[src/fetch_pkg.sv]
package fetch_pkg;

    // branch history table geometry
    localparam int bht_entries = 256;
    localparam int bht_index_w = 8;

    // fetch packet queue slots
    localparam int fifo_depth = 4;

    // branch class of one slot or of a whole packet
    typedef enum logic [1:0] {
        none     = 2'b00,
        uncond   = 2'b01,
        pc_rel   = 2'b10,
        indirect = 2'b11
    } btype_e;

    // offset field layout of a branch word
    typedef struct packed {
        logic [5:0]  op6;
        logic [15:0] offs16;
        logic [9:0]  offs_hi10;
    } inst_fields_t;

    // raw view feeds the classifier, field view feeds the target guess
    typedef union packed {
        logic [31:0]  raw;
        inst_fields_t f;
    } inst_word_u;

    // one fetch packet, two words at pc and pc+4
    typedef struct packed {
        logic [31:0] pc;
        inst_word_u  inst0;
        inst_word_u  inst1;
    } fetch_pkt_t;

    typedef struct packed {
        logic        valid;
        btype_e      btype;
        logic [31:0] target;
    } bht_entry_t;

    // training write from the back end
    typedef struct packed {
        logic [bht_index_w-1:0] index;
        btype_e                 btype;
        logic [31:0]            target;
    } bht_update_t;

    typedef struct packed {
        logic [31:0]            pc;
        btype_e                 btype;
        logic [bht_index_w-1:0] index;
        logic [31:0]            target;
        logic                   hit;
        btype_e                 hist_btype;
        logic [31:0]            hist_target;
    } predecode_t;

endpackage

[src/clear_counter.sv]
`timescale 1ns/1ps

module clear_counter
    import fetch_pkg::*;
(
    input  logic                   clk,
    input  logic                   rst,
    input  logic                   run,
    output logic [bht_index_w-1:0] addr,
    output logic                   done
);

    // sweep address, parked at zero when idle
    always_ff @(posedge clk) begin
        if (rst || !run)
            addr <= '0;
        else
            addr <= addr + 1'b1;
    end

    // last table entry reached
    assign done = run && (addr == bht_index_w'(bht_entries - 1));

endmodule

[config.mk]
export PLATFORM = sky130hd
export DESIGN_NAME = clear_counter
export DESIGN_NICKNAME = d
export VERILOG_FILES = /design/src/fetch_pkg.sv /design/src/clear_counter.sv
export SDC_FILE = /design/constraint.sdc
export NUM_CORES = 1
export LEC_CHECK = 0
export ABC_AREA = 1
export BUFFER_PORTS_ARGS = -buffer_cell sky130_fd_sc_hd__buf_2
export CAP_MARGIN = 20
export CORE_AREA = 2 2 39 41
export DETAILED_ROUTE_END_ITERATION = 12
export DIE_AREA = 0 0 41 43
export GPL_TIMING_DRIVEN = 0
export PLACE_DENSITY = 0.47
export SLEW_MARGIN = 20
export SYNTH_ARGS = -nofsm -noshare
export SYNTH_HDL_FRONTEND = slang
export SYNTH_SLANG_ARGS = --single-unit
export TNS_END_PERCENT = 30
[constraint.sdc]
create_clock -name clk -period 1.7 [get_ports clk]
set_input_delay 0.34 -clock clk [delete_from_list [all_inputs] [get_ports clk]]
set_output_delay 0.34 -clock clk [all_outputs]
set_load 0.01 [all_outputs]
# == Yosys cells after proc, flatten, opt, wreduce, memory -nomap -nowiden ==
# Index checks and enable logic that the tools add are counted.
# classes
addsub,1
mul,0
div,0
magnitude_cmp,0
n_eq_ne,1
shifts,0
muxes,0
bitwise,0
reduce_logical,3
# op_table
cell,n
$add 8x1->8 const B,1
$eq 8x8->1 const B,1
$logic_and 1x1->1,1
$logic_not 1->1,1
$logic_or 1x1->1,1
# word_totals
reg_bits,8
latchBits,0
ram_bits,0
rom_bits,0
in_bits,3
out_inout_bits,9
wordCells,6
mem_count,0

# == Logic depth before layout (Yosys ltp) ==
# logic_depth
word_depth,2
mapped_depth,6
mapped_depth_nobuf,6

# == Least setup slack after synthesis ==
# No wires, ideal clock.
# synth_path
path_kind,reg-to-output
from,reg addr[0]
to,out done
t_arrival_ps,1065
setup_slack_ps,295
stages_incl_launch_ff,6
path_cell_list,dfxtp_1 -> ha_1 -> nand2_1 -> nor2_1 -> nand2_1 -> nor2_1
# synth_between
elab_chain_len,2
# synth_lines
element,line_no,text
start: declaration,clear_counter.sv:9,"output logic [bht_index_w-1:0] addr,"
start signal: assignment,clear_counter.sv:18,addr <= addr + 1'b1;
$eq 8x8->1,clear_counter.sv:22,assign done = run && (addr == bht_index_w'(bht_entries - 1));
$logic_and 1x1->1,clear_counter.sv:22,
end: declaration,clear_counter.sv:10,output logic done
# No other way between the ends.

# == Worst setup path in the final report ==
# layout_path
from,reg addr[1]
to,out done
# The elaborated chain is that of the path after synthesis.

==> results_dict.tcl <==
set metrics [dict create \
    htree_levels 1 \
    antenna_cells 0 \
    worst_pin_slew_ns 0.1973 \
    drc 0 \
    dr_total_vias 357 \
    area_growth_pct 40.00 \
    final-setup-viol-count 0 \
    drv_slew 0 \
    top_regs "addr x8" \
    grt_pass1_vias 274 \
    track_usage 0.09466 \
    core-area_sq_um 1384 \
    clkPwrFrac 0.408 \
    synth.distinct_cells 13 \
    fin_skew_ns 0.0008827 \
    dr.pass1.iters 2 \
    numClockSinks 8 \
    seqPwrFrac 0.534 \
    grt_max_degree 7 \
    cts_buffers 3 \
    criticalPathCategory "flip-flop to primary output" \
    start_kind "flip-flop" \
    p_sw_w 0.00008096 \
    avgViaCountPerCell 4.354 \
    avgSynthCellArea_sq_um 7.007 \
    synthesis.nets 54 \
    finalNetCount 72 \
    fin_tns_setup_ns 0 \
    p_sw_frac 0.2240 \
    synth_top_area_share 0.4571 \
    io_buffers 11 \
    status "finished clean" \
    first_iter_violations 1 \
    leakagePower_nw 0.2052 \
    max_freq_ghz 0.6424 \
    period_share 0.9157 \
    ys_ff_latch 8 \
    cts.clk_slew.worst_paths_ns 0.05 \
    gp_congestion 0.6573 \
    rows 14 \
    worst_ir_drop_vdd_mv 0.2039 \
    ctsHoldBuffers 0 \
    cts_tree "done" \
    p_comb_frac 0.058 \
    required_ns 1.36 \
    min_period_ns 1.557 \
    synth_cells 50 \
    ant_nets 0 \
    initial_core_util 0.2532 \
    ios 12 \
    p_int_w 0.0002804 \
    syn_area_sq_um 350.3 \
    hold_viol_final 0 \
    regMostFlops "addr" \
    slew_headroom 0.8683 \
    drive_gt1_frac 0.3636 \
    ctsLongestPathBuffers 2 \
    yosysTopAreaCell "dfxtp_1" \
    ys_warn_count 0 \
    regToRegStartpoint "addr[0]" \
    crit_fanout 4 \
    hold_depth 4 \
    maxCapViolCount 0 \
    largest_reg_flops 8 \
    cp.arrival_ns 1.22 \
    rsz0062_at_grt "no" \
    overflow 0 \
    place_hpwl_um 527.1 \
    root_buffer "clkbuf_4" \
    hp-class "input port to flip-flop" \
    r2r_cells 4 \
    total_power_w 0.0003614 \
    dpl.cell_count 77 \
    insertion_delay_ns 0.25 \
    final_cells 82 \
    wl_um 726 \
    grt_first_pass_wirelength_um 1048 \
    yosys-top-cells-area "dfxtp_1 46%, nor2_1 14%, nand2_1 13%, inv_1 6.4%, ha_1 3.6%" \
    die_h_um 43 \
    endpoint_kind "primary output" \
    die_w_um 41 \
    holdCritStartpoint "rst" \
    p_per_area_nw_per_um2 736.8 \
    cp-startpoint "addr[1]" \
    antenna_found_initial 0 \
    die_area_sq_um 1763 \
    wl_per_cell_um 8.854 \
    seq_area_frac_synth 0.4571 \
]
==> critical path: stages, from the launching register on <==
cell and delay (ns):
dfxtp_2 0.37, ha_4 0.15, nand2_2 0.08, nor2_4 0.10, nand2_1 0.07, nor2_1 0.07
buf_2 0.13
==> worst paths after layout <==
| check | to | slack, ns |
|---|---|---|
| min reg2reg | addr[4] | 0.48 |
| max reg2reg | addr[3] | 0.73 |
| min | addr[6] | 0.35 |
| max | done | 0.14 |
==> synthesized netlist by cell type, drive strengths merged <==
cell and n:
ha 1, nor2 14, inv 6, nand3 3
o21ai 1, dfxtp 8, nand2 12, nor3 1
a21oi 3, or2 1
==> timing repair <==
action,CTS,global route
setup endpoints to repair,1,1
buffers inserted,0,2
gates resized for setup,2,6
pin swaps,0,1
==> placed cells by master, fill, tap and decap left out <==
cell type,n
dfxtp_2,1
a21oi_1,2
nand3_1,2
a21oi_2,1
dfxtp_1,6
nand2_2,1
inv_1,6
clkbuf_4,3
buf_4,2
nor3_1,1
buf_2,11
or2_0,1
nand3_2,1
nor2_4,1
o21ai_0,1
dfxtp_4,1
ha_4,1
nor2_2,1
nand2_1,11
nor2_1,12
==> final cells by class <==
class / instances / area [sq um]
clock buffer: 3 / 22.52
sequential: 8 / 165.2
fill: 154 / 893.4
inverter: 6 / 22.52
tap: 16 / 20.02
timing repair buffer: 13 / 70.07
multi-input combinational: 36 / 190.2
==> power by group through the flow <==
stage | sequential [W] | clock (W) | combinational, W
final | 0.000193 | 0.000147 | 0.0000208
after detailed placement | 0.000197 | 0 | 0.0000166
after CTS | 0.000193 | 0.000151 | 0.0000167
after global placement | 0.000197 | 0 | 0.0000165
after floorplan | 0.000198 | 0 | 0.00000876
after global routing | 0.000194 | 0.000162 | 0.0000237
==> layer usage <==
layer  GRT usage  share of wire
met1      0.1039           0.45
met3     0.03141          0.034
met2      0.1188           0.46
met5           0              0
met4      0.1200          0.047
==> kinds of logic after synthesis <==
family	Yosys count	synth area share
adder cells (fa/ha/maj)	1	0.03571
AO/OA/AOI/OAI	4	0.06785
AND/OR/NAND/NOR	31	0.3750
flip-flops	8	0.4571
buffers and inverters	6	0.06428
==> per-stage QoR <==
step | cell area (sq um) | hold WS [ns] | utilization | setup WS, ns
5_1_grt | 490.5 | 0.3619 | 0.3544 | 0.01039
3_3_place_gp | 425.4 | 0.4731 | 0.3074 | 0.2390
3_5_place_dp | 425.4 | 0.4757 | 0.3074 | 0.2276
6_report | 490.5 | 0.3537 | 0.3544 | 0.1433
2_1_floorplan | 350.3 | 0.4904 | - | 0.2948
4_1_cts | 451.7 | 0.3591 | 0.3264 | 0.01311
Note: power is estimated with default switching activity, not from simulation.
