===== src/fetch_pkg.sv =====
package fetch_pkg;

    // branch history table geometry
    localparam int bht_entries = 256;
    localparam int bht_index_w = 8;

    // fetch packet queue slots
    localparam int fifo_depth = 4;

    // branch class of one slot or of a whole packet
    typedef enum logic [1:0] {
        none     = 2'b00,
        uncond   = 2'b01,
        pc_rel   = 2'b10,
        indirect = 2'b11
    } btype_e;

    // offset field layout of a branch word
    typedef struct packed {
        logic [5:0]  op6;
        logic [15:0] offs16;
        logic [9:0]  offs_hi10;
    } inst_fields_t;

    // raw view feeds the classifier, field view feeds the target guess
    typedef union packed {
        logic [31:0]  raw;
        inst_fields_t f;
    } inst_word_u;

    // one fetch packet, two words at pc and pc+4
    typedef struct packed {
        logic [31:0] pc;
        inst_word_u  inst0;
        inst_word_u  inst1;
    } fetch_pkt_t;

    typedef struct packed {
        logic        valid;
        btype_e      btype;
        logic [31:0] target;
    } bht_entry_t;

    // training write from the back end
    typedef struct packed {
        logic [bht_index_w-1:0] index;
        btype_e                 btype;
        logic [31:0]            target;
    } bht_update_t;

    typedef struct packed {
        logic [31:0]            pc;
        btype_e                 btype;
        logic [bht_index_w-1:0] index;
        logic [31:0]            target;
        logic                   hit;
        btype_e                 hist_btype;
        logic [31:0]            hist_target;
    } predecode_t;

endpackage


===== src/fetch_fifo.sv =====
`timescale 1ns/1ps

module fetch_fifo
    import fetch_pkg::*;
(
    input  logic       clk,
    input  logic       rst,
    input  logic       push,
    input  fetch_pkt_t push_pkt,
    input  logic       pop,
    input  logic       flush,
    output fetch_pkt_t head,
    output logic       empty,
    output logic       full
);

    // packet storage, no reset needed on payload
    fetch_pkt_t mem [fifo_depth];

    logic [$clog2(fifo_depth)-1:0] rd_ptr;
    logic [$clog2(fifo_depth)-1:0] wr_ptr;
    logic [$clog2(fifo_depth):0]   count;
    logic                          push_ok;
    logic                          pop_ok;

    assign empty = (count == '0);
    assign full  = (count == ($clog2(fifo_depth) + 1)'(fifo_depth));

    // push while full is simply dropped
    assign push_ok = push && !full;
    assign pop_ok  = pop && !empty;

    // head comes straight out of the array
    assign head = mem[rd_ptr];

    always_ff @(posedge clk) begin
        if (push_ok)
            mem[wr_ptr] <= push_pkt;
    end

    // pointers wrap on their own, depth is a power of two
    always_ff @(posedge clk) begin
        if (rst || flush) begin
            rd_ptr <= '0;
            wr_ptr <= '0;
            count  <= '0;
        end else begin
            if (push_ok)
                wr_ptr <= wr_ptr + 1'b1;
            if (pop_ok)
                rd_ptr <= rd_ptr + 1'b1;
            // simultaneous push and pop leaves count alone
            case ({push_ok, pop_ok})
                2'b10:   count <= count + 1'b1;
                2'b01:   count <= count - 1'b1;
                default: count <= count;
            endcase
        end
    end

endmodule


===== config.mk =====
export PLATFORM = sky130hd
export DESIGN_NAME = fetch_fifo
export DESIGN_NICKNAME = d
export VERILOG_FILES = /design/src/fetch_pkg.sv /design/src/fetch_fifo.sv
export SDC_FILE = /design/constraint.sdc
export NUM_CORES = 1
export LEC_CHECK = 0
export BUFFER_PORTS_ARGS = -buffer_cell sky130_fd_sc_hd__buf_2
export CORE_UTILIZATION = 35
export DETAILED_ROUTE_END_ITERATION = 10
export PLACE_DENSITY_LB_ADDON = 0.08
export SYNTH_ARGS = -nofsm -noshare
export SYNTH_HDL_FRONTEND = slang
export SYNTH_SLANG_ARGS = --single-unit
export TNS_END_PERCENT = 5

===== constraint.sdc =====
create_clock -name clk -period 4.6 [get_ports clk]
set_input_delay 0.46 -clock clk [delete_from_list [all_inputs] [get_ports clk]]
set_output_delay 0.46 -clock clk [all_outputs]
set_load 0.01 [all_outputs]

== Word-level counts from Yosys, hierarchy flattened ==
Memories as Yosys holds them, arrays and structs flattened. A register that Yosys moved wholly into a read port is not among the register bits.
Cells that the tools add are included.

* Register bits after elaboration: 7
* Memories kept: 1
* Input bits: 101
* Bits in writable memories: 384
* Word-level logic and storage cells: 23

* Reduce and logical (&&, ||, !) cells: 7
* Eq/ne operators: 3
* Mux-type cells: 5
* $add $sub $neg: 4

{| class="wikitable"
|+ Memory list
! memory !! depth !! bits a word !! read ports !! clocked after memory_dff !! write ports !! line !! text
|-
| mem || 4 || 96 || 1 || 1 || 1 || fetch_fifo.sv:18 || <nowiki>fetch_pkt_t mem [fifo_depth];</nowiki>
|}

{| class="wikitable"
|+ Operators with widths
! kind !! count
|-
| 3-bit case mux with 2 select lines || 1
|-
| 2-bit by 1-bit adder with 2-bit output, second input constant || 2
|-
| 2-bit two-way mux || 2
|-
| 3-bit by 1-bit adder with 3-bit output, second input constant || 1
|-
| 3-bit equality test, second input constant || 1
|-
| 3-bit zero test || 1
|-
| 3-bit by 1-bit subtractor with 3-bit output, second input constant || 1
|-
| 2-bit by 1-bit equality test with 1-bit output, second input constant || 1
|-
| 2-bit equality test, second input constant || 1
|-
| 1-bit logical AND || 2
|-
| 1-bit zero test || 2
|-
| 1-bit two-way mux || 2
|-
| 2-bit nonzero test || 1
|-
| 1-bit logical OR || 1
|}

== Longest topological paths before layout ==
Gate-level depths: netlist of the first run.

* Depth in word-level cells: 5
* Depth in mapped cells: 10

== Worst setup path before layout of the first run ==
OpenSTA, ideal clock, no wires.

* Path type: reg2reg
* From: register count[0]
* To: memory mem[0][0] (netlist name) (enable)
* Arrival time: 2,902 ps
* Path buffers: 1
* Setup slack: 1,232 ps
* Stages on the path, launching flop included: 4
* Data required time: 4,134 ps
* Path through: dfxtp_1 -> or3b_1 -> buf_2 -> and3_1

* Cells in the longest elaborated chain, start to end: 5

{| class="wikitable"
|+ Ends and longest elaborated chain
! what !! line !! text
|-
| start: declaration || fetch_fifo.sv:22 || <nowiki>logic [$clog2(fifo_depth):0] count;</nowiki>
|-
| start signal: assignment || fetch_fifo.sv:54 || <nowiki>2'b10: count <= count + 1'b1;</nowiki>
|-
| start signal: assignment || fetch_fifo.sv:55 || <nowiki>2'b01: count <= count - 1'b1;</nowiki>
|-
| start signal: assignment || fetch_fifo.sv:56 || <nowiki>default: count <= count;</nowiki>
|-
| 3-bit equality test || fetch_fifo.sv:27 || <nowiki>assign full = (count == ($clog2(fifo_depth) + 1)'(fifo_depth));</nowiki>
|-
| 1-bit zero test || fetch_fifo.sv:30 || <nowiki>assign push_ok = push && !full;</nowiki>
|-
| 1-bit logical AND || fetch_fifo.sv:30 ||
|-
| 1-bit two-way mux || fetch_fifo.sv:37 || <nowiki>if (push_ok)</nowiki>
|-
| 1-bit two-way mux (not written as such) || fetch_fifo.sv:38 || <nowiki>mem[wr_ptr] <= push_pkt;</nowiki>
|-
| end: declaration || fetch_fifo.sv:18 ||
|}

Every way passes these cells.

==> impl_results.md, run 1 <==
* Status: complete, no violations
* Largest net degree at the start of global routing at 65
* Reg2reg start: count[2]$_SDFFE_PP0P_
* Nets at 891
* Minimum clock period after layout at 3.03 ns
* Cell Area, Synth at 14300 sq um
* Crit path DAT at 2.57 ns
* Seq/Total Area, Yosys at 0.818
* CTS tree: built
* Vias in the first global route at 7138
* Initial core utilization at 0.358
* LEAKAGE at approximately 5.7 nW
* Commonest cells after routing, fill and taps aside: edfxtp_1 (384), buf_2 (198), mux4_2 (96), clkbuf_16 (43), clkinv_1 (12)
* # setup viols final at 0
* Worst path required time at 4.14 ns
* Path category of the worst min-delay check: in -> reg
* Wire per inst at roughly 22 um
* Slew Limit Fails at 0
* Initial DRC Count at 311
* Unrepaired setup endpoints after global routing: false
* Clock Tree Buf Depth at 3
* H-tree levels at 2
* Post-synthesis mux area share at 0.151
* Highest clock rate at 0.330 GHz
* Via-per-instance ratio at 4.85
* Total core area at roughly 40000 sq um
* Mapped Avg Cell Area at 25.7 sq um
* Fill cells at 3511
* Ports at 199
* Yosys warns at 0
* Startpoint Class: register
* Hold_sp: push_pkt[5]
* Pwr/cell area at 435 nW/um^2
* Slew HR at 0.275
* Hold buffers post-CTS at 0
* CTS sink cnt at between 300 and 400
* Post-Place Cells at 1265
* DRC at 0
* Die width at approximately 200 um
* Yosys cell types at 27
* Die height at 204 um
* Post-Synth XOR/XNOR Area at 0.00122
* Largest family of logic cells by synthesized area: multiplexers
* Final period util at 0.660
* Post-layout worst setup margin at 1.57 ns
* Row count at 73
* Total GRT Usage at 0.146
* Worst-path clk slew at 0.06 ns
* Drt total wl at 29700 um
* Pre-CTS WS at 2.00 ns
* PostCTS Resize Cnt at 0
* DR pass1 iterations at 4
* Critical path type: reg -> out
* Syn Inst Count at 558
* Die ar. at 41700 sq um
* Worst-margin pin slew at 1.09 ns
* Clk root buf: clkbuf_16
* Layout cells sized above 1 at 0.447
* Area grow syn2layout at 20.3%
* Final GP Congestion at 0.706
* Total clock buffers created by CTS at 42
* Net Count, Synth at 665
* IO Port Bufs at 198
* Worst skew pair latency at 0.56 ns
* Compound-Gate Fraction of Synth Area at 0.00419
* Most common cell after layout, fill and taps aside: edfxtp_1
* Congestion Overflow GR at 0
* Fin. Hold Viols at 0
* Max FO, Critical Path at 54
* Antenna Nets Post-Route at 0
* Final instance count without filler cells at 1339
* Max_cap viols at 0
* First-pass GRT wire length at 44200 um
* Total setup buffers inserted after CTS at 0
* Antenna violations before repair at 8
* Worst setup EP type: output pin
* Final core utilization at 0.431
* Via Count at 6497
* HPWL Detailed at ~18000 um
* Synthesized flop and latch total at a little under 400
* Synth Area in Simple Gates at 0.00813
* Post-Route Setup TNS at 0 ns
* Worst Clk Skew at 0.0145 ns
* Post-synthesis adder-cell area fraction at 0.00577
* Max VDD drop at about 0.25 mV
cell usage after synthesis:
master / instances / area share
nor3_1: 1 / 0.00035
or3_1: 2 / 0.00087
and3_1: 4 / 0.0017
buf_2: 13 / 0.0045
clkbuf_1: 5 / 0.0013
inv_1: 7 / 0.0018
ha_1: 5 / 0.0044
fa_1: 1 / 0.0014
or3b_1: 1 / 0.00061
a21o_1: 1 / 0.00052
o21ai_0: 4 / 0.0014
nor2b_1: 1 / 0.00044
nand2_1: 2 / 0.00052
or4b_1: 1 / 0.00070
clkbuf_2: 1 / 0.00035
edfxtp_1: 384 / 0.81
buf_6: 5 / 0.0039
a21oi_1: 4 / 0.0014
o31ai_2: 1 / 0.00087
xor2_1: 2 / 0.0012
nand3_1: 1 / 0.00035
nor2_1: 4 / 0.0010
nand4_1: 1 / 0.00044
dfxtp_1: 9 / 0.013
or2_0: 1 / 0.00044
and2_4: 1 / 0.00061
mux4_2: 96 / 0.15
cell families (layout without fill, tap and decap cells):
family,after synthesis,after routing
compound gates,10,10
fa+ha+maj,6,6
other cells,0,4
flops,393,393
mux,96,96
buf+inv,31,283
xor+xnor,2,2
simple gates,20,20
cell type report:
| class | instances | area [sq um] | area share |
|---|---|---|---|
| Timing Repair Buffer | 206 | 1110 | 0.0646 |
| Tap cell | 525 | 657 | 0.0381 |
| Clock buffer | 49 | 1100 | 0.0638 |
| Antenna cell | 4 | 10.0 | 0.000581 |
| Multi-Input combinational cell | 134 | 2460 | 0.143 |
| Sequential cell | 393 | 11700 | 0.680 |
| Clock inverter | 21 | 148 | 0.00857 |
| Inverter | 7 | 26.3 | 0.00152 |
through the flow:
| step | total power, mW | hold slack (ns) | area [sq um] |
|---|---|---|---|
| final | 7.50 | 0.119 | 17200 |
| after global routing | 7.76 | 0.0943 | 17200 |
| after CTS | 7.62 | 0.0787 | 17200 |
| after detailed placement | 4.50 | 0.480 | 16000 |
| after global placement | 4.49 | 0.472 | 16000 |
| after floorplan | 4.30 | 0.459 | 14300 |
report_power, final:
part / leakage, nW / internal (mW) / switching [mW] / total (mW)
Combinational: 1.45 / 0.160 / 0.207 / 0.367
Sequential: 3.60 / 4.03 / 0.0217 / 4.05
Clock: 0.612 / 1.80 / 1.28 / 3.08
state kept, by name, indices dropped and copies added, names as in the netlist, named ones only:
signal  count
wr_ptr      2
mem       384
count       3
rd_ptr      2
per-layer routing:
layer,GRT usage,vias up,part of all wire
met5,0,-,0.0025
met1,0.186,3405,0.42
li1,-,2853,-
met4,0.0410,10,0.019
met3,0.0501,58,0.067
met2,0.237,171,0.49
path summary, 6_finish.rpt:
check	endpoint	slack [ns]	cells past startpoint
worst max-delay path	head[21]	1.57	3
worst min-delay path	mem[1][5]$_DFFE_PP_	0.12	1
worst max register to register	count[2]$_SDFFE_PP0P_	2.08	9
worst min register to register	register	0.49	2
critical path, cell delays in order, from the launching register on:
cell and delay (ns):
dfxtp_4 0.91, buf_4 0.54, mux4_2 0.39, buf_2 0.16
No activity file was read; power rests on OpenSTA's default activity.
==> inputs of run 2 (changes only) <==
clock period = 2.9 ns   (was 4.6 ns; I/O delays follow)
==> impl_results.md, run 2 (same netlist as run 1, synthesis figures left out) <==
* Final GP Congestion at 0.710 (+0.67%)
* Worst Clk Skew at 0.00700 ns (-0.00745 ns)
* Fin. Hold Viols at 0 (unchanged)
* Startpoint Class: register
* Max FO, Critical Path at 9 (-83%)
* Hold path depth at 4 (+3)
* Minimum clock period after layout at 2.57 ns
* Commonest cells after routing, fill and taps aside: edfxtp_1 (384), buf_2 (198), mux4_2 (96), dlygate4sd3_1 (96), clkbuf_16 (45)
* Top flop regs: mem x384, count x3
* Hold slack at 0.0862 ns (-0.0330 ns)
* DRC at 0 (unchanged)
* Post-layout worst setup margin at 0.328 ns (-1.24 ns)
* LEAKAGE at 6.13 nW (+8.3%)
* Worst setup EP type: register
* Reg2reg start: count[2]$_SDFFE_PP0P_
* Die ar. at 41700 sq um (unchanged)
* Reg2Reg Capture Point: count[2]$_SDFFE_PP0P_
* Slew HR at 0.632 (+0.357)
* Final core utilization at 0.458 (+0.0278)
* Post-Place Cells at 1273 (+0.63%)
* Total core area at 40000 sq um (unchanged)
* CTS tree: built
* Hold_sp: rst
* Critical path type: reg -> reg
* R2R depth at 9 (unchanged)
* Pre-CTS WS at 0.438 ns (-1.56 ns)
* Initial core utilization at 0.358 (unchanged)
* Clock Tree Buf Depth at 3 (unchanged)
* Top reg by flops: mem
* Via-per-instance ratio at 4.74 (-2.3%)
* Antenna violations before repair at 3 (-5)
* Congestion Overflow GR at 0 (unchanged)
* Most common cell after layout, fill and taps aside: edfxtp_1
* Via Count at 6871 (+5.8%)
* First-pass GRT wire length at 44600 um (+1.0%)
* Worst path required time at 3.37 ns (-0.77 ns)
* Max_cap viols at 0 (unchanged)
* # setup viols final at 0 (unchanged)
* Largest register FFs at 384 (unchanged)
* Drt total wl at 29300 um (-1.4%)
* Largest net degree at the start of global routing at 66 (+1.5%)
* Row count at 73 (unchanged)
* Die height at 204 um (unchanged)
* H-tree levels at 2 (unchanged)
* Antenna Nets Post-Route at 0 (unchanged)
* Area grow syn2layout at 28.1%
* Slew Limit Fails at 0 (unchanged)
* Status: complete, no violations
* Die width at 204 um (unchanged)
* Layout cells sized above 1 at 0.403 (-0.0434)
* Max VDD drop at 0.463 mV (+85%)
* Highest clock rate at 0.389 GHz
* Initial DRC Count at 319 (+2.6%)
* Worst reg2reg setup slack at 0.33 ns (-1.75 ns)
* Path category of the worst min-delay check: in -> reg
* Nets at 996 (+12%)
* Worst skew pair latency at 0.54 ns (-0.02 ns)
* HPWL Detailed at 17300 um (-3.7%)
* IO Port Bufs at 198 (unchanged)
* Total setup buffers inserted after CTS at 0 (unchanged)
* Final period util at 0.887
* Worst-path clk slew at 0.06 ns (about the same)
* Worst-margin pin slew at 0.548 ns (-0.539 ns)
* Final instance count without filler cells at 1449 (+8.2%)
* Vias in the first global route at 7647 (+7.1%)
* Pwr/cell area at 655 nW/um^2 (+51%)
* Clk root buf: clkbuf_16
* CTS sink cnt at 393 (unchanged)
* Wire per inst at 20.2 um (-8.9%)
* DR pass1 iterations at 4 (unchanged)
* Crit path DAT at 3.04 ns (+0.47 ns)
* Total GRT Usage at 0.145 (-0.00107)
* Ports at 199 (unchanged)
* Total clock buffers created by CTS at 43 (+2.4%)
* Unrepaired setup endpoints after global routing: false
run 2: worst max-delay path by stage:
| stage | startpoint | end | slack (ns) | cells past startpoint |
|---|---|---|---|---|
| after detailed placement | count[2]$_SDFFE_PP0P_ | count[2]$_SDFFE_PP0P_ | 0.44 | 9 |
| final | count[2]$_SDFFE_PP0P_ | count[2]$_SDFFE_PP0P_ | 0.33 | 9 |
| after global placement | count[1]$_SDFFE_PP0P_ | count[2]$_SDFFE_PP0P_ | 0.56 | 9 |
| after floorplan | count[0]$_SDFFE_PP0P_ | mem[1][0]$_DFFE_PP_ | -0.47 | 3 |
| after CTS | register | head[17] | 0.33 | 3 |
| after global routing | count[2]$_SDFFE_PP0P_ | count[2]$_SDFFE_PP0P_ | 0.25 | 9 |
run 2: power by group:
part           total (mW)  internal [mW]  switching [mW]  leakage (nW)
clock network        4.91           2.87            2.04         0.623
logic               0.692          0.347           0.345          1.90
registers            6.42           6.39          0.0321          3.60
total                12.0           9.60            2.41          6.13
run 2: metrics by stage:
| stage | area, sq um | power, mW | TNS (ns) |
|---|---|---|---|
| global route | 18300 | 12.4 | 0 |
| CTS | 18300 | 12.2 | 0 |
| global placement | 16100 | 7.11 | 0 |
| finish | 18300 | 12.0 | 0 |
| detailed placement | 16100 | 7.14 | 0 |
| floorplan | 14300 | 6.82 | -134.73 |
run 2: cell type report:
cell class / instances / area [sq um]
Fill cell: 3374 / 21700
Sequential cell: 393 / 11700
Multi-Input combinational cell: 134 / 2460
Timing Repair Buffer: 310 / 2200
Clock buffer: 62 / 1200
Tap cell: 525 / 657
Clock inverter: 16 / 78.8
Inverter: 7 / 26.3
Antenna cell: 2 / 5.00
run 2: critical path: stages, from the launching register on:
cell and delay [ns]:
dfxtp_1 0.38, or3b_1 0.51, and2_4 0.23, inv_1 0.06
ha_1 0.19, inv_1 0.07, fa_1 0.37, xor2_1 0.17
or3_1 0.34, a21oi_1 0.16
run 2: routing by layer:
metal | global-route usage | share of wire | routed length [um] | vias to the layer above
met5 | 0 | 0.00044 | 13 | -
met4 | 0.0538 | 0.025 | 733 | 2
met3 | 0.0368 | 0.056 | 1660 | 56
met2 | 0.252 | 0.52 | 15100 | 167
met1 | 0.172 | 0.40 | 11800 | 3587
li1 | - | - | - | 3059
run 2: repair_timing:
| action | 4_1_cts | 5_1_grt |
|---|---|---|
| hold endpoints to repair | 384 | 0 |
| hold buffers | 96 | 0 |
| resized for setup | 0 | 0 |
