==> src/fetch_pkg.sv <==
package fetch_pkg;

    // branch history table geometry
    localparam int bht_entries = 256;
    localparam int bht_index_w = 8;

    // fetch packet queue slots
    localparam int fifo_depth = 4;

    // branch class of one slot or of a whole packet
    typedef enum logic [1:0] {
        none     = 2'b00,
        uncond   = 2'b01,
        pc_rel   = 2'b10,
        indirect = 2'b11
    } btype_e;

    // offset field layout of a branch word
    typedef struct packed {
        logic [5:0]  op6;
        logic [15:0] offs16;
        logic [9:0]  offs_hi10;
    } inst_fields_t;

    // raw view feeds the classifier, field view feeds the target guess
    typedef union packed {
        logic [31:0]  raw;
        inst_fields_t f;
    } inst_word_u;

    // one fetch packet, two words at pc and pc+4
    typedef struct packed {
        logic [31:0] pc;
        inst_word_u  inst0;
        inst_word_u  inst1;
    } fetch_pkt_t;

    typedef struct packed {
        logic        valid;
        btype_e      btype;
        logic [31:0] target;
    } bht_entry_t;

    // training write from the back end
    typedef struct packed {
        logic [bht_index_w-1:0] index;
        btype_e                 btype;
        logic [31:0]            target;
    } bht_update_t;

    typedef struct packed {
        logic [31:0]            pc;
        btype_e                 btype;
        logic [bht_index_w-1:0] index;
        logic [31:0]            target;
        logic                   hit;
        btype_e                 hist_btype;
        logic [31:0]            hist_target;
    } predecode_t;

endpackage

==> src/fifo_predecoder.sv <==
`timescale 1ns/1ps

module fifo_predecoder
    import fetch_pkg::*;
(
    input  fetch_pkt_t             pkt,
    output btype_e                 btype,
    output logic [bht_index_w-1:0] index,
    output logic [31:0]            target
);

    // per-slot class from the opcode prefix
    function automatic btype_e classify(input inst_word_u w);
        if (w.raw[31:27] == 5'b01010 || w.raw[31:27] == 5'b01001)
            return uncond;
        else if (w.raw[31:27] == 5'b01011 || w.raw[31:28] == 4'b0110)
            return pc_rel;
        else if (w.raw[31:26] == 6'b010011)
            return indirect;
        else
            return none;
    endfunction

    btype_e      class0;
    btype_e      class1;
    logic        slot_sel;
    inst_word_u  slot_word;
    logic [31:0] slot_pc;
    logic [31:0] offs_long;
    logic [31:0] offs_short;

    assign class0 = classify(pkt.inst0);
    assign class1 = classify(pkt.inst1);

    // second slot wins whenever it branches
    assign slot_sel = (class1 != none);

    // packet type priority
    // pc[2] set means only slot 1 is live
    always_comb begin
        if (class1 != none)
            btype = class1;
        else if (pkt.pc[2])
            btype = none;
        else if (class0 == indirect)
            btype = indirect;
        else
            btype = none;
    end

    // index from scattered pc bits
    assign index = {pkt.pc[19], pkt.pc[16:12], pkt.pc[5:4]};

    assign slot_word = slot_sel ? pkt.inst1 : pkt.inst0;
    assign slot_pc   = {pkt.pc[31:3], slot_sel, 2'b00};

    // 26-bit offset, hi10 on top of offs16, word aligned
    assign offs_long = {{4{slot_word.f.offs_hi10[9]}}, slot_word.f.offs_hi10,
                        slot_word.f.offs16, 2'b00};
    assign offs_short = {{14{slot_word.f.offs16[15]}}, slot_word.f.offs16, 2'b00};

    // only a guess, indirect has no static target
    always_comb begin
        case (btype)
            uncond, pc_rel: begin
                if (slot_word.f.op6[5:1] == 5'b01010)
                    target = slot_pc + offs_long;
                else
                    target = slot_pc + offs_short;
            end
            default: target = '0;
        endcase
    end

endmodule

==> config.mk <==
export PLATFORM = sky130hd
export DESIGN_NAME = fifo_predecoder
export DESIGN_NICKNAME = d
export VERILOG_FILES = /design/src/fetch_pkg.sv /design/src/fifo_predecoder.sv
export SDC_FILE = /design/constraint.sdc
export NUM_CORES = 1
export LEC_CHECK = 0
export BUFFER_PORTS_ARGS = -buffer_cell sky130_fd_sc_hd__buf_2
export CAP_MARGIN = 10
export CORE_MARGIN = 2
export CORE_UTILIZATION = 38
export DETAILED_ROUTE_END_ITERATION = 10
export MAX_ROUTING_LAYER = met4
export PLACE_DENSITY_LB_ADDON = 0.3
export SETUP_SLACK_MARGIN = 0.3
export SLEW_MARGIN = 20
export SYNTH_ARGS = -nofsm -noshare
export SYNTH_HDL_FRONTEND = slang
export SYNTH_SLANG_ARGS = --single-unit
==> constraint.sdc <==
create_clock -name vclk -period 3.5
set_input_delay 0.35 -clock vclk [all_inputs]
set_output_delay 0.35 -clock vclk [all_outputs]
set_load 0.005 [all_outputs]
# After elaboration in Yosys (flattened, before gate mapping)
# Index checks and enable logic that the tools add are counted.
[totals] regBits=0 inputBits=96 word_cells=34
[op_classes] n_addsub=2 eq_ne=14 n_mux=12 reduce_logical=6
[op_table] op="2-to-1 mux 32 bit" n=3
[op_table] op="adder 32 bit" n=2
[op_table] op="== test 5 x 4 -> 1 bit, second input constant" n=7
[op_table] op="2-to-1 mux 2 bit" n=9
[op_table] op="== test 6 x 5 -> 1 bit, second input constant" n=2
[op_table] op="== test 4 x 3 -> 1 bit, second input constant" n=2
[op_table] op="== test 2 bit, second input constant" n=2
[op_table] op="logical OR 1 bit" n=4
[op_table] op="== test 2 x 1 -> 1 bit, second input constant" n=1
[op_table] op="nonzero test 2 bit" n=1
[op_table] op="OR reduction 2 bit" n=1

# Longest topological paths before layout
# Gate-level depths: netlist (run 1).
[depth] word_depth=11 mapped_depth=16

# Worst setup path before layout (run 1)
# OpenSTA, ideal clock, no wires.
[synth_timing] path_type="input-to-output" from="in pkt[31] (netlist name)" to="out target[28]" arrival_time_ns=3.403 path_slack_ns=-0.253 path_stages=14 cell_sequence="nand2b_1 > a211oi_2 > buf_6 > mux2_4 > nor2_1 > a31oi_1 > ha_1 > buf_2 > nand2_1 > or3_1 > o31ai_2 > a21oi_1 > or3_1 > a21oi_1"
[synth_between] elab_chain_len=9 elab_cells_between_ends=21
[synth_rtl] item="start, declared" line_no="fifo_predecoder.sv:6" source="input fetch_pkt_t pkt,"
[synth_rtl] item="== test 6 x 5 -> 1 bit, or another cell as far along" line_no="fifo_predecoder.sv:18" source="else if (w.raw[31:26] == 6'b010011)"
[synth_rtl] item="2-to-1 mux 2 bit / logical OR 1 bit (equally long branches)" line_no="fifo_predecoder.sv:18, fifo_predecoder.sv:16"
[synth_rtl] item="2-to-1 mux 2 bit" line_no="fifo_predecoder.sv:16" source="else if (w.raw[31:27] == 5'b01011 || w.raw[31:28] == 4'b0110)"
[synth_rtl] item="2-to-1 mux 2 bit" line_no="fifo_predecoder.sv:14" source="if (w.raw[31:27] == 5'b01010 || w.raw[31:27] == 5'b01001)"
[synth_rtl] item="nonzero test 2 bit" line_no="fifo_predecoder.sv:36, fifo_predecoder.sv:41"
[synth_rtl] item="2-to-1 mux 32 bit / 2-to-1 mux 2 bit (equally long branches)" line_no="fifo_predecoder.sv:54, fifo_predecoder.sv:41"
[synth_rtl] item="adder 32 bit, or another cell as far along" line_no="fifo_predecoder.sv:69" source="target = slot_pc + offs_short;"
[synth_rtl] item="2-to-1 mux 32 bit / OR reduction 2 bit (equally long branches)" line_no="fifo_predecoder.sv:66, fifo_predecoder.sv:64"
[synth_rtl] item="2-to-1 mux 32 bit *" line_no="fifo_predecoder.sv:64" source="case (btype)"
[synth_rtl] item="end, declared" line_no="fifo_predecoder.sv:9" source="output logic [31:0] target"
# Mark *: on every way between the ends. The rest lies on a longest branch, timed or not.

# Worst setup path after layout (run 1)
# Ends and elaborated chain as after synthesis.

==> run summary, run 1 <==
Status = finished with violations
Failing checks = setup timing
Hold Crit Class = in2out
Worst path max stage delay = 460 ps
Top-count cell post-synth = nand2_1
Cell family with most CP delay = simple AND/OR/NAND/NOR gates
WP buf/inv = 3
Mean area per synthesized cell = 6.16 µm²
Max-cap violations = 0
Synth warn = 0
First DRT Iteration DRCs = 182
DR vias/cell = 5.54
Setup CP Type = in2out
Leak = 2.11 nW
Antenna-violating nets left = 0
Mapped Cells = 363
Initial core utilization = 39.8%
Die area = 6510 µm²
Place WS = -196 ps
Initial antenna violation count = 0
Avg WL per Cell = 15.5 µm
Area Overhead vs Synth = 93.4%
Final-report max-slew violation count = 0
Area contributors post-synth = ha_1 17%, nand2_1 14%, a21oi_1 8.1%
Worst-path cell chain = buf_6 > nand2b_4 > a211oi_4 > mux2_4 > buf_4 > ha_1 > nand2_1 > or3_4 > o31ai_4 > a21oi_2 > or3_4 > a21oi_4 > buf_2
Finished Layout Cells = 638
Syn Std Cell Area = 2230 µm²
Die Ht = 80.7 µm
Period utilization = 105%
Core Region = 5610 µm²
Crit path top cell by count = or3_4
Io pins = 138
# rows = 27
# setup viols final = 9
Area of the multi-input gates = 2700 µm²
Dpl hpwl = 6650 µm
CLK BUF = 0
Die span in x = 80.7 µm
Global-route wire length before repair = 13300 µm
IO buf count = 130
Maximum clock rate = 0.272 GHz
CP Capture Type = output port
Share of layout cells above drive strength 1 = 57.1%
Placed Cells = 616
Drt total wl = 9910 µm
Final RePlAce weighted congestion = 1.00
DRC Markers = 0
Yosys top cell area share = 17.4%
Hold_buf cts = 0
Critical Path RT = 3150 ps
Maximum vdd ir drop = 123 µV
Crit path max fanout = 5
Tot GR Track Use = 25.4%
Synth unique cells = 50
TNS Setup = -693 ps
WP data arrival = 3320 ps
Worst Setup Start Kind = input port
FF/Latch Area = 0 µm²
Drt first pass iters = 5
Final Util = 77.1%
Slowest CP cell = or3_4
Largest net degree at the start of global routing = 29
Power Density = 230 nW/µm²
ANT cells = 0
Final-stage net count = 696
Hold Violations, Final = 0
Crit path time final = 3670 ps
Fillers = 418
Synth cell count leaders = 85 x nand2_1, 44 x nor2_1, 36 x a21oi_1
Cell accounting for the most synthesized area = ha_1
Via Count = 3537
Vias in the first global route = 3135
RSZ-0062 raised after global routing = true
FF+latch count = 0
Final WS setup = -170 ps
Gr ovfl total = 0
Sequential area share after synthesis = 0%
final timing paths:
kind	cells past startpoint	to	start
worst max-delay path	13	target[28]	pkt[31]
worst min-delay path	2	index[6]	pkt[80]
layer usage:
layer  routed length (µm)  global-route usage, %  vias to the layer above
li1                     -                      -                     1693
met1                 3860                   30.6                     1652
met2                 5180                   47.1                      163
met3                  608                   1.01                       29
met4                  263                   4.92                        0
met5                    0                      -                        -
placed cells by master (no fill, tap or decap), types with 7 or more instances in the layout:
cell | Yosys | final
a21oi_1 | 36 | 17
a21oi_2 | 1 | 17
buf_2 | 2 | 126
buf_4 | 10 | 78
buf_6 | 1 | 14
ha_1 | 31 | 20
ha_4 | 0 | 11
nand2_1 | 85 | 74
nand2_2 | 0 | 9
nand3_1 | 9 | 7
nor2_1 | 44 | 41
o21ai_0 | 17 | 9
xnor2_1 | 12 | 8
xor2_1 | 13 | 13
metrics by stage:
stage | instance area (µm²) | power [mW] | hold slack (ps)
finish | 4320 | 0.992 | 886
global route | 4320 | 1.06 | 901
CTS | 3710 | 0.790 | 890
detailed placement | 3460 | 0.721 | 887
global placement | 3460 | 0.708 | 888
floorplan | 2300 | 0.430 | 731
power by group:
group / switching, mW / leakage, nW / total (mW) / internal [mW]
Clock: 0 / 0 / 0 / 0
Combinational: 0.491 / 2.11 / 0.992 / 0.501
Sequential: 0 / 0 / 0 / 0
Total: 0.491 / 2.11 / 0.992 / 0.501
cell families after synthesis:
logic type | count (synthesis) | synth area share (%)
compound gates | 105 | 30.2
other cells | 1 | 0.168
simple gates | 167 | 32.0
buf+inv | 29 | 7.00
fa+ha+maj | 32 | 18.3
xor+xnor | 26 | 10.5
mux | 3 | 1.85
area by class of cell:
cell class / count / share of cell area (%)
well taps: 72 / 2.08
repair buffers: 225 / 35.0
inverters: 6 / 0.521
multi-input cells: 335 / 62.4
what timing repair did:
item                                    4_1_cts  5_1_grt
resized for setup                            41       86
gates cloned                                  0        2
setup buffers                                 6       14
endpoints found under the setup margin       21       22
pin swaps                                    19       49
(Power assumes the default switching activity.)
==> run 2: changes to the inputs <==
--- a/config.mk
+++ b/config.mk
@@ -7,8 +7,10 @@
 export LEC_CHECK = 0
 export BUFFER_PORTS_ARGS = -buffer_cell sky130_fd_sc_hd__buf_2
 export CAP_MARGIN = 10
+export CELL_PAD_IN_SITES_DETAIL_PLACEMENT = 0
+export CELL_PAD_IN_SITES_GLOBAL_PLACEMENT = 1
 export CORE_MARGIN = 2
-export CORE_UTILIZATION = 38
+export CORE_UTILIZATION = 26
 export DETAILED_ROUTE_END_ITERATION = 10
 export MAX_ROUTING_LAYER = met4
 export PLACE_DENSITY_LB_ADDON = 0.3
==> run 2 against run 1 <==
  * Sequential share of layout area did not move
  * The flow still finishes with violations (setup timing)
  * Combinational power decreased by 7.6%
  * Global-route usage decreased by 7.1 points
  * Largest cell class unchanged
==> run summary, run 2 (same netlist as run 1, synthesis figures left out) <==
IO buf count = 130
Gate power share = 100.0%
Tot GR Track Use = 18.3%
Die span in x = 96.7 µm
Place WS = -287 ps
Crit path max fanout = 14
Setup CP Type = in2out
DR vias/cell = 4.96
FF/Latch Area = 0 µm²
Hold Slack = 889 ps
Design Area, Final = 4190 µm²
Final-stage net count = 694
Crit path top cell by count = buf_4
Power Density = 219 nW/µm²
Die Ht = 96.7 µm
Vias in the first global route = 3350
Status = finished with violations
Crit path time final = 3560 ps
Hold Violations, Final = 0
Final Util = 50.7%
Internal power = 0.475 mW
Met3 WL = 396 µm
Flop pwr share = 0%
WP data arrival = 3210 ps
Largest net degree at the start of global routing = 29
Met2 routed WL = 4520 µm
Dpl hpwl = 7250 µm
Via Count = 3317
Worst Setup Start Kind = input port
Initial antenna violation count = 0
CLK BUF = 0
Initial core utilization = 27.1%
WHS Endpoint = index[5]
Period utilization = 102%
Share of layout cells above drive strength 1 = 54.4%
Top routing layer used = met4
FF+latch count = 0
ANT cells = 0
Hold Crit Class = in2out
Failing checks = setup timing
First DRT Iteration DRCs = 114
Slowest CP cell = mux2_2
Global-route wire length before repair = 14600 µm
HP Start = pkt[79]
Worst path max stage delay = 330 ps
Hold Path Stages = 2
Drt total wl = 9110 µm
Worst-path cell chain = buf_6 > nand2b_4 > a211oi_4 > buf_4 > buf_12 > mux2_2 > mux2_4 > ha_1 > a21oi_2 > buf_4 > buf_4 > o21ai_0 > a21oi_1 > a21oi_1 > nor3b_2 > buf_2
Commonest cells after routing, fill and taps aside = 127 x buf_2, 84 x buf_4, 77 x nand2_1, 40 x nor2_1, 19 x a21oi_1
TNS Setup = -203 ps
Core Region = 8260 µm²
Total Power = 0.917 mW
Commonest non-fill, non-tap cell in the layout = buf_2
Maximum vdd ir drop = 83.0 µV
Die area = 9350 µm²
Finished Layout Cells = 669
CP Capture Type = output port
Switching power = 0.442 mW
Final RePlAce weighted congestion = 0.862
RSZ-0062 raised after global routing = true
Gr ovfl total = 0
Final WS setup = -61.0 ps
Met1 Wirelength = 4080 µm
Drt first pass iters = 4
Final-report max-slew violation count = 0
Leak = 2.04 nW
DRC Markers = 0
Avg WL per Cell = 13.6 µm
Io pins = 138
# rows = 33
Critical Path RT = 3150 ps
Sw frac = 48.2%
Placed Cells = 650
Area Overhead vs Synth = 87.5%
Clock Power Share = 0%
Antenna-violating nets left = 0
Placed cell area = 3510 µm²
# setup viols final = 5
Max-cap violations = 0
Maximum clock rate = 0.281 GHz
==> run 2: worst max-delay path by stage <==
stage             from          to  slack, ps  cells after the start
3_3_place_gp   pkt[63]  target[30]       -260                     17
3_5_place_dp   pkt[28]  target[30]       -290                     18
4_1_cts        pkt[31]  target[28]       -120                     15
5_1_grt        pkt[29]  target[30]       -250                     18
6_report       pkt[31]  target[29]        -60                     16
2_1_floorplan  pkt[31]  target[28]        120                     14
==> run 2: power by group through the flow <==
| stage | registers [mW] | clock network, mW | logic, mW |
|---|---|---|---|
| after floorplan | 0 | 0 | 0.430 |
| after global placement | 0 | 0 | 0.728 |
| after detailed placement | 0 | 0 | 0.731 |
| after CTS | 0 | 0 | 0.863 |
| after global routing | 0 | 0 | 1.01 |
| final | 0 | 0 | 0.917 |
==> run 2: worst max-delay path: cells and delay by family <==
| family | cells | cell delay [ps] |
|---|---|---|
| AND/OR/NAND/NOR | 2 | 390 |
| multiplexers | 2 | 630 |
| AO/OA/AOI/OAI | 5 | 720 |
| adder cells (fa/ha/maj) | 1 | 320 |
| buffers and inverters | 6 | 800 |
==> run 2: routing by layer <==
metal | GRT usage, % | vias to the layer above
met3 | 1.08 | 10
li1 | - | 1688
met1 | 23.0 | 1523
met4 | 2.60 | 0
met2 | 32.9 | 96
met5 | - | -
==> run 2: cell type report <==
type	instances	area, µm²
fill	857	4070
timing repair buffer	223	1450
inverter	6	22.5
tap	105	131
multi-input combinational	335	2580
==> run 2: timing repair <==
action	CTS	global route
pin swaps	27	22
resized for setup	76	19
setup endpoints to repair	21	22
setup buffers	13	4
gates cloned	1	1
hold buffers	0	0
==> run 3: changes to the inputs <==
--- a/config.mk
+++ b/config.mk
@@ -9,7 +9,6 @@
 export CAP_MARGIN = 10
 export CELL_PAD_IN_SITES_DETAIL_PLACEMENT = 0
 export CELL_PAD_IN_SITES_GLOBAL_PLACEMENT = 1
-export CORE_MARGIN = 2
 export CORE_UTILIZATION = 26
 export DETAILED_ROUTE_END_ITERATION = 10
 export MAX_ROUTING_LAYER = met4
==> run 3 against run 2 <==
  * The flow still finishes with violations (setup timing)
  * Sequential share of layout area did not move
  * Final cell count rose by 0.45%
  * Non-clock buffer count rose by 3
  * Wire length fell by 2.5%
  * Count of clock-buffer cells in the layout did not move
  * Critical path type unchanged
==> run summary, run 3 (same netlist as run 1, synthesis figures left out) <==
CP startpoint = pkt[29]
# rows = 33
Hold Slack = 888 ps
Io pins = 138
First DRT Iteration DRCs = 87
Final-stage net count = 697
Crit path time final = 3610 ps
CP Capture Type = output port
FF+latch count = 0
Commonest cells after routing, fill and taps aside = 127 x buf_2, 80 x nand2_1, 80 x buf_4, 40 x nor2_1, 23 x ha_1
Dpl hpwl = 7120 µm
Maximum clock rate = 0.277 GHz
Max-cap violations = 0
Hold Crit Class = in2out
Tot GR Track Use = 19.5%
# setup viols final = 5
Core Region = 8260 µm²
Hold Violations, Final = 0
RSZ-0062 raised after global routing = true
Critical Path RT = 3150 ps
Commonest non-fill, non-tap cell in the layout = buf_2
Leak = 2.06 nW
ANT cells = 0
Hold Path Stages = 2
Status = finished with violations
Fillers = 863
Area Overhead vs Synth = 84.7%
Vias in the first global route = 3125
Largest net degree at the start of global routing = 16
Die area = 8970 µm²
Drt total wl = 8890 µm
DR vias/cell = 4.84
CP endpoint = target[28]
Period utilization = 103%
Initial core utilization = 27.1%
Die span in x = 94.7 µm
Setup CP Type = in2out
Drt first pass iters = 4
Total Power = 0.906 mW
CLK BUF = 0
Failing checks = setup timing
Die Ht = 94.7 µm
Via Count = 3253
Initial antenna violation count = 0
Final RePlAce weighted congestion = 0.833
Maximum vdd ir drop = 71.7 µV
Crit path max fanout = 14
Share of layout cells above drive strength 1 = 51.7%
IO buf count = 130
Power Density = 220 nW/µm²
DRC Markers = 0
Avg WL per Cell = 13.2 µm
Global-route wire length before repair = 13900 µm
Gr ovfl total = 0
Final WS setup = -108 ps
WP data arrival = 3260 ps
Final-report max-slew violation count = 0
Antenna-violating nets left = 0
FF/Latch Area = 0 µm²
Worst Setup Start Kind = input port
-- run 3: critical path, cell delays in order --
cell and delay, ps:
buf_4 140, nor3_4 240, a211oi_4 70, buf_4 150, bufbuf_16 280, nand2_2 80
nand2_2 60, ha_4 280, buf_4 120, nand2_1 70, a32oi_1 380, o21ai_4 110
o31ai_4 240, a21oi_2 90, or3_1 330, a21oi_2 120, buf_2 120
-- run 3: repair_timing --
action / 4_1_cts / 5_1_grt
setup buffers: 15 / 5
gates cloned: 1 / 0
hold buffers: 0 / 0
resized for setup: 52 / 38
pin swaps: 15 / 7
endpoints found under the setup margin: 21 / 22
-- run 3: layer usage --
layer	global-route usage [%]	wire (µm)	part of all wire [%]
met1	24.4	3950	44
met2	35.7	4500	51
met3	1.29	400	4.5
met4	0.758	36	0.41
met5	-	0	0
-- run 3: area by class of cell --
| class | instances | area [µm²] | share of cell area (%) |
|---|---|---|---|
| multi-input combinational | 335 | 2470 | 60.0 |
| tap | 105 | 131 | 3.18 |
| timing repair buffer | 226 | 1500 | 36.3 |
| inverter | 6 | 22.5 | 0.546 |
-- run 3: per-stage QoR --
| stage | area, µm² | setup slack, ps | util [%] | instances | TNS, ps |
|---|---|---|---|---|---|
| 2_1_floorplan | 2300 | 123 | - | 364 | 0 |
| 3_3_place_gp | 3520 | -251 | 42.6 | 651 | -1240 |
| 3_5_place_dp | 3520 | -281 | 42.6 | 651 | -2130 |
| 4_1_cts | 3890 | -124 | 47.1 | 667 | -389 |
| 5_1_grt | 4130 | -263 | 50.0 | 672 | -1960 |
| 6_report | 4130 | -108 | 50.0 | 672 | -292 |
-- run 3: report_power, final --
group	internal (mW)	switching [mW]	leakage, nW
Sequential	0	0	0
Combinational	0.470	0.436	2.06
Clock	0	0	0
Total	0.470	0.436	2.06
-- run 3: how the worst min path moves through the flow --
stage | from | to
2_1_floorplan | pkt[10] | target[2]
3_3_place_gp | pkt[79] | index[5]
3_5_place_dp | pkt[79] | index[5]
4_1_cts | pkt[79] | index[5]
5_1_grt | pkt[69] | index[1]
6_report | pkt[76] | index[2]
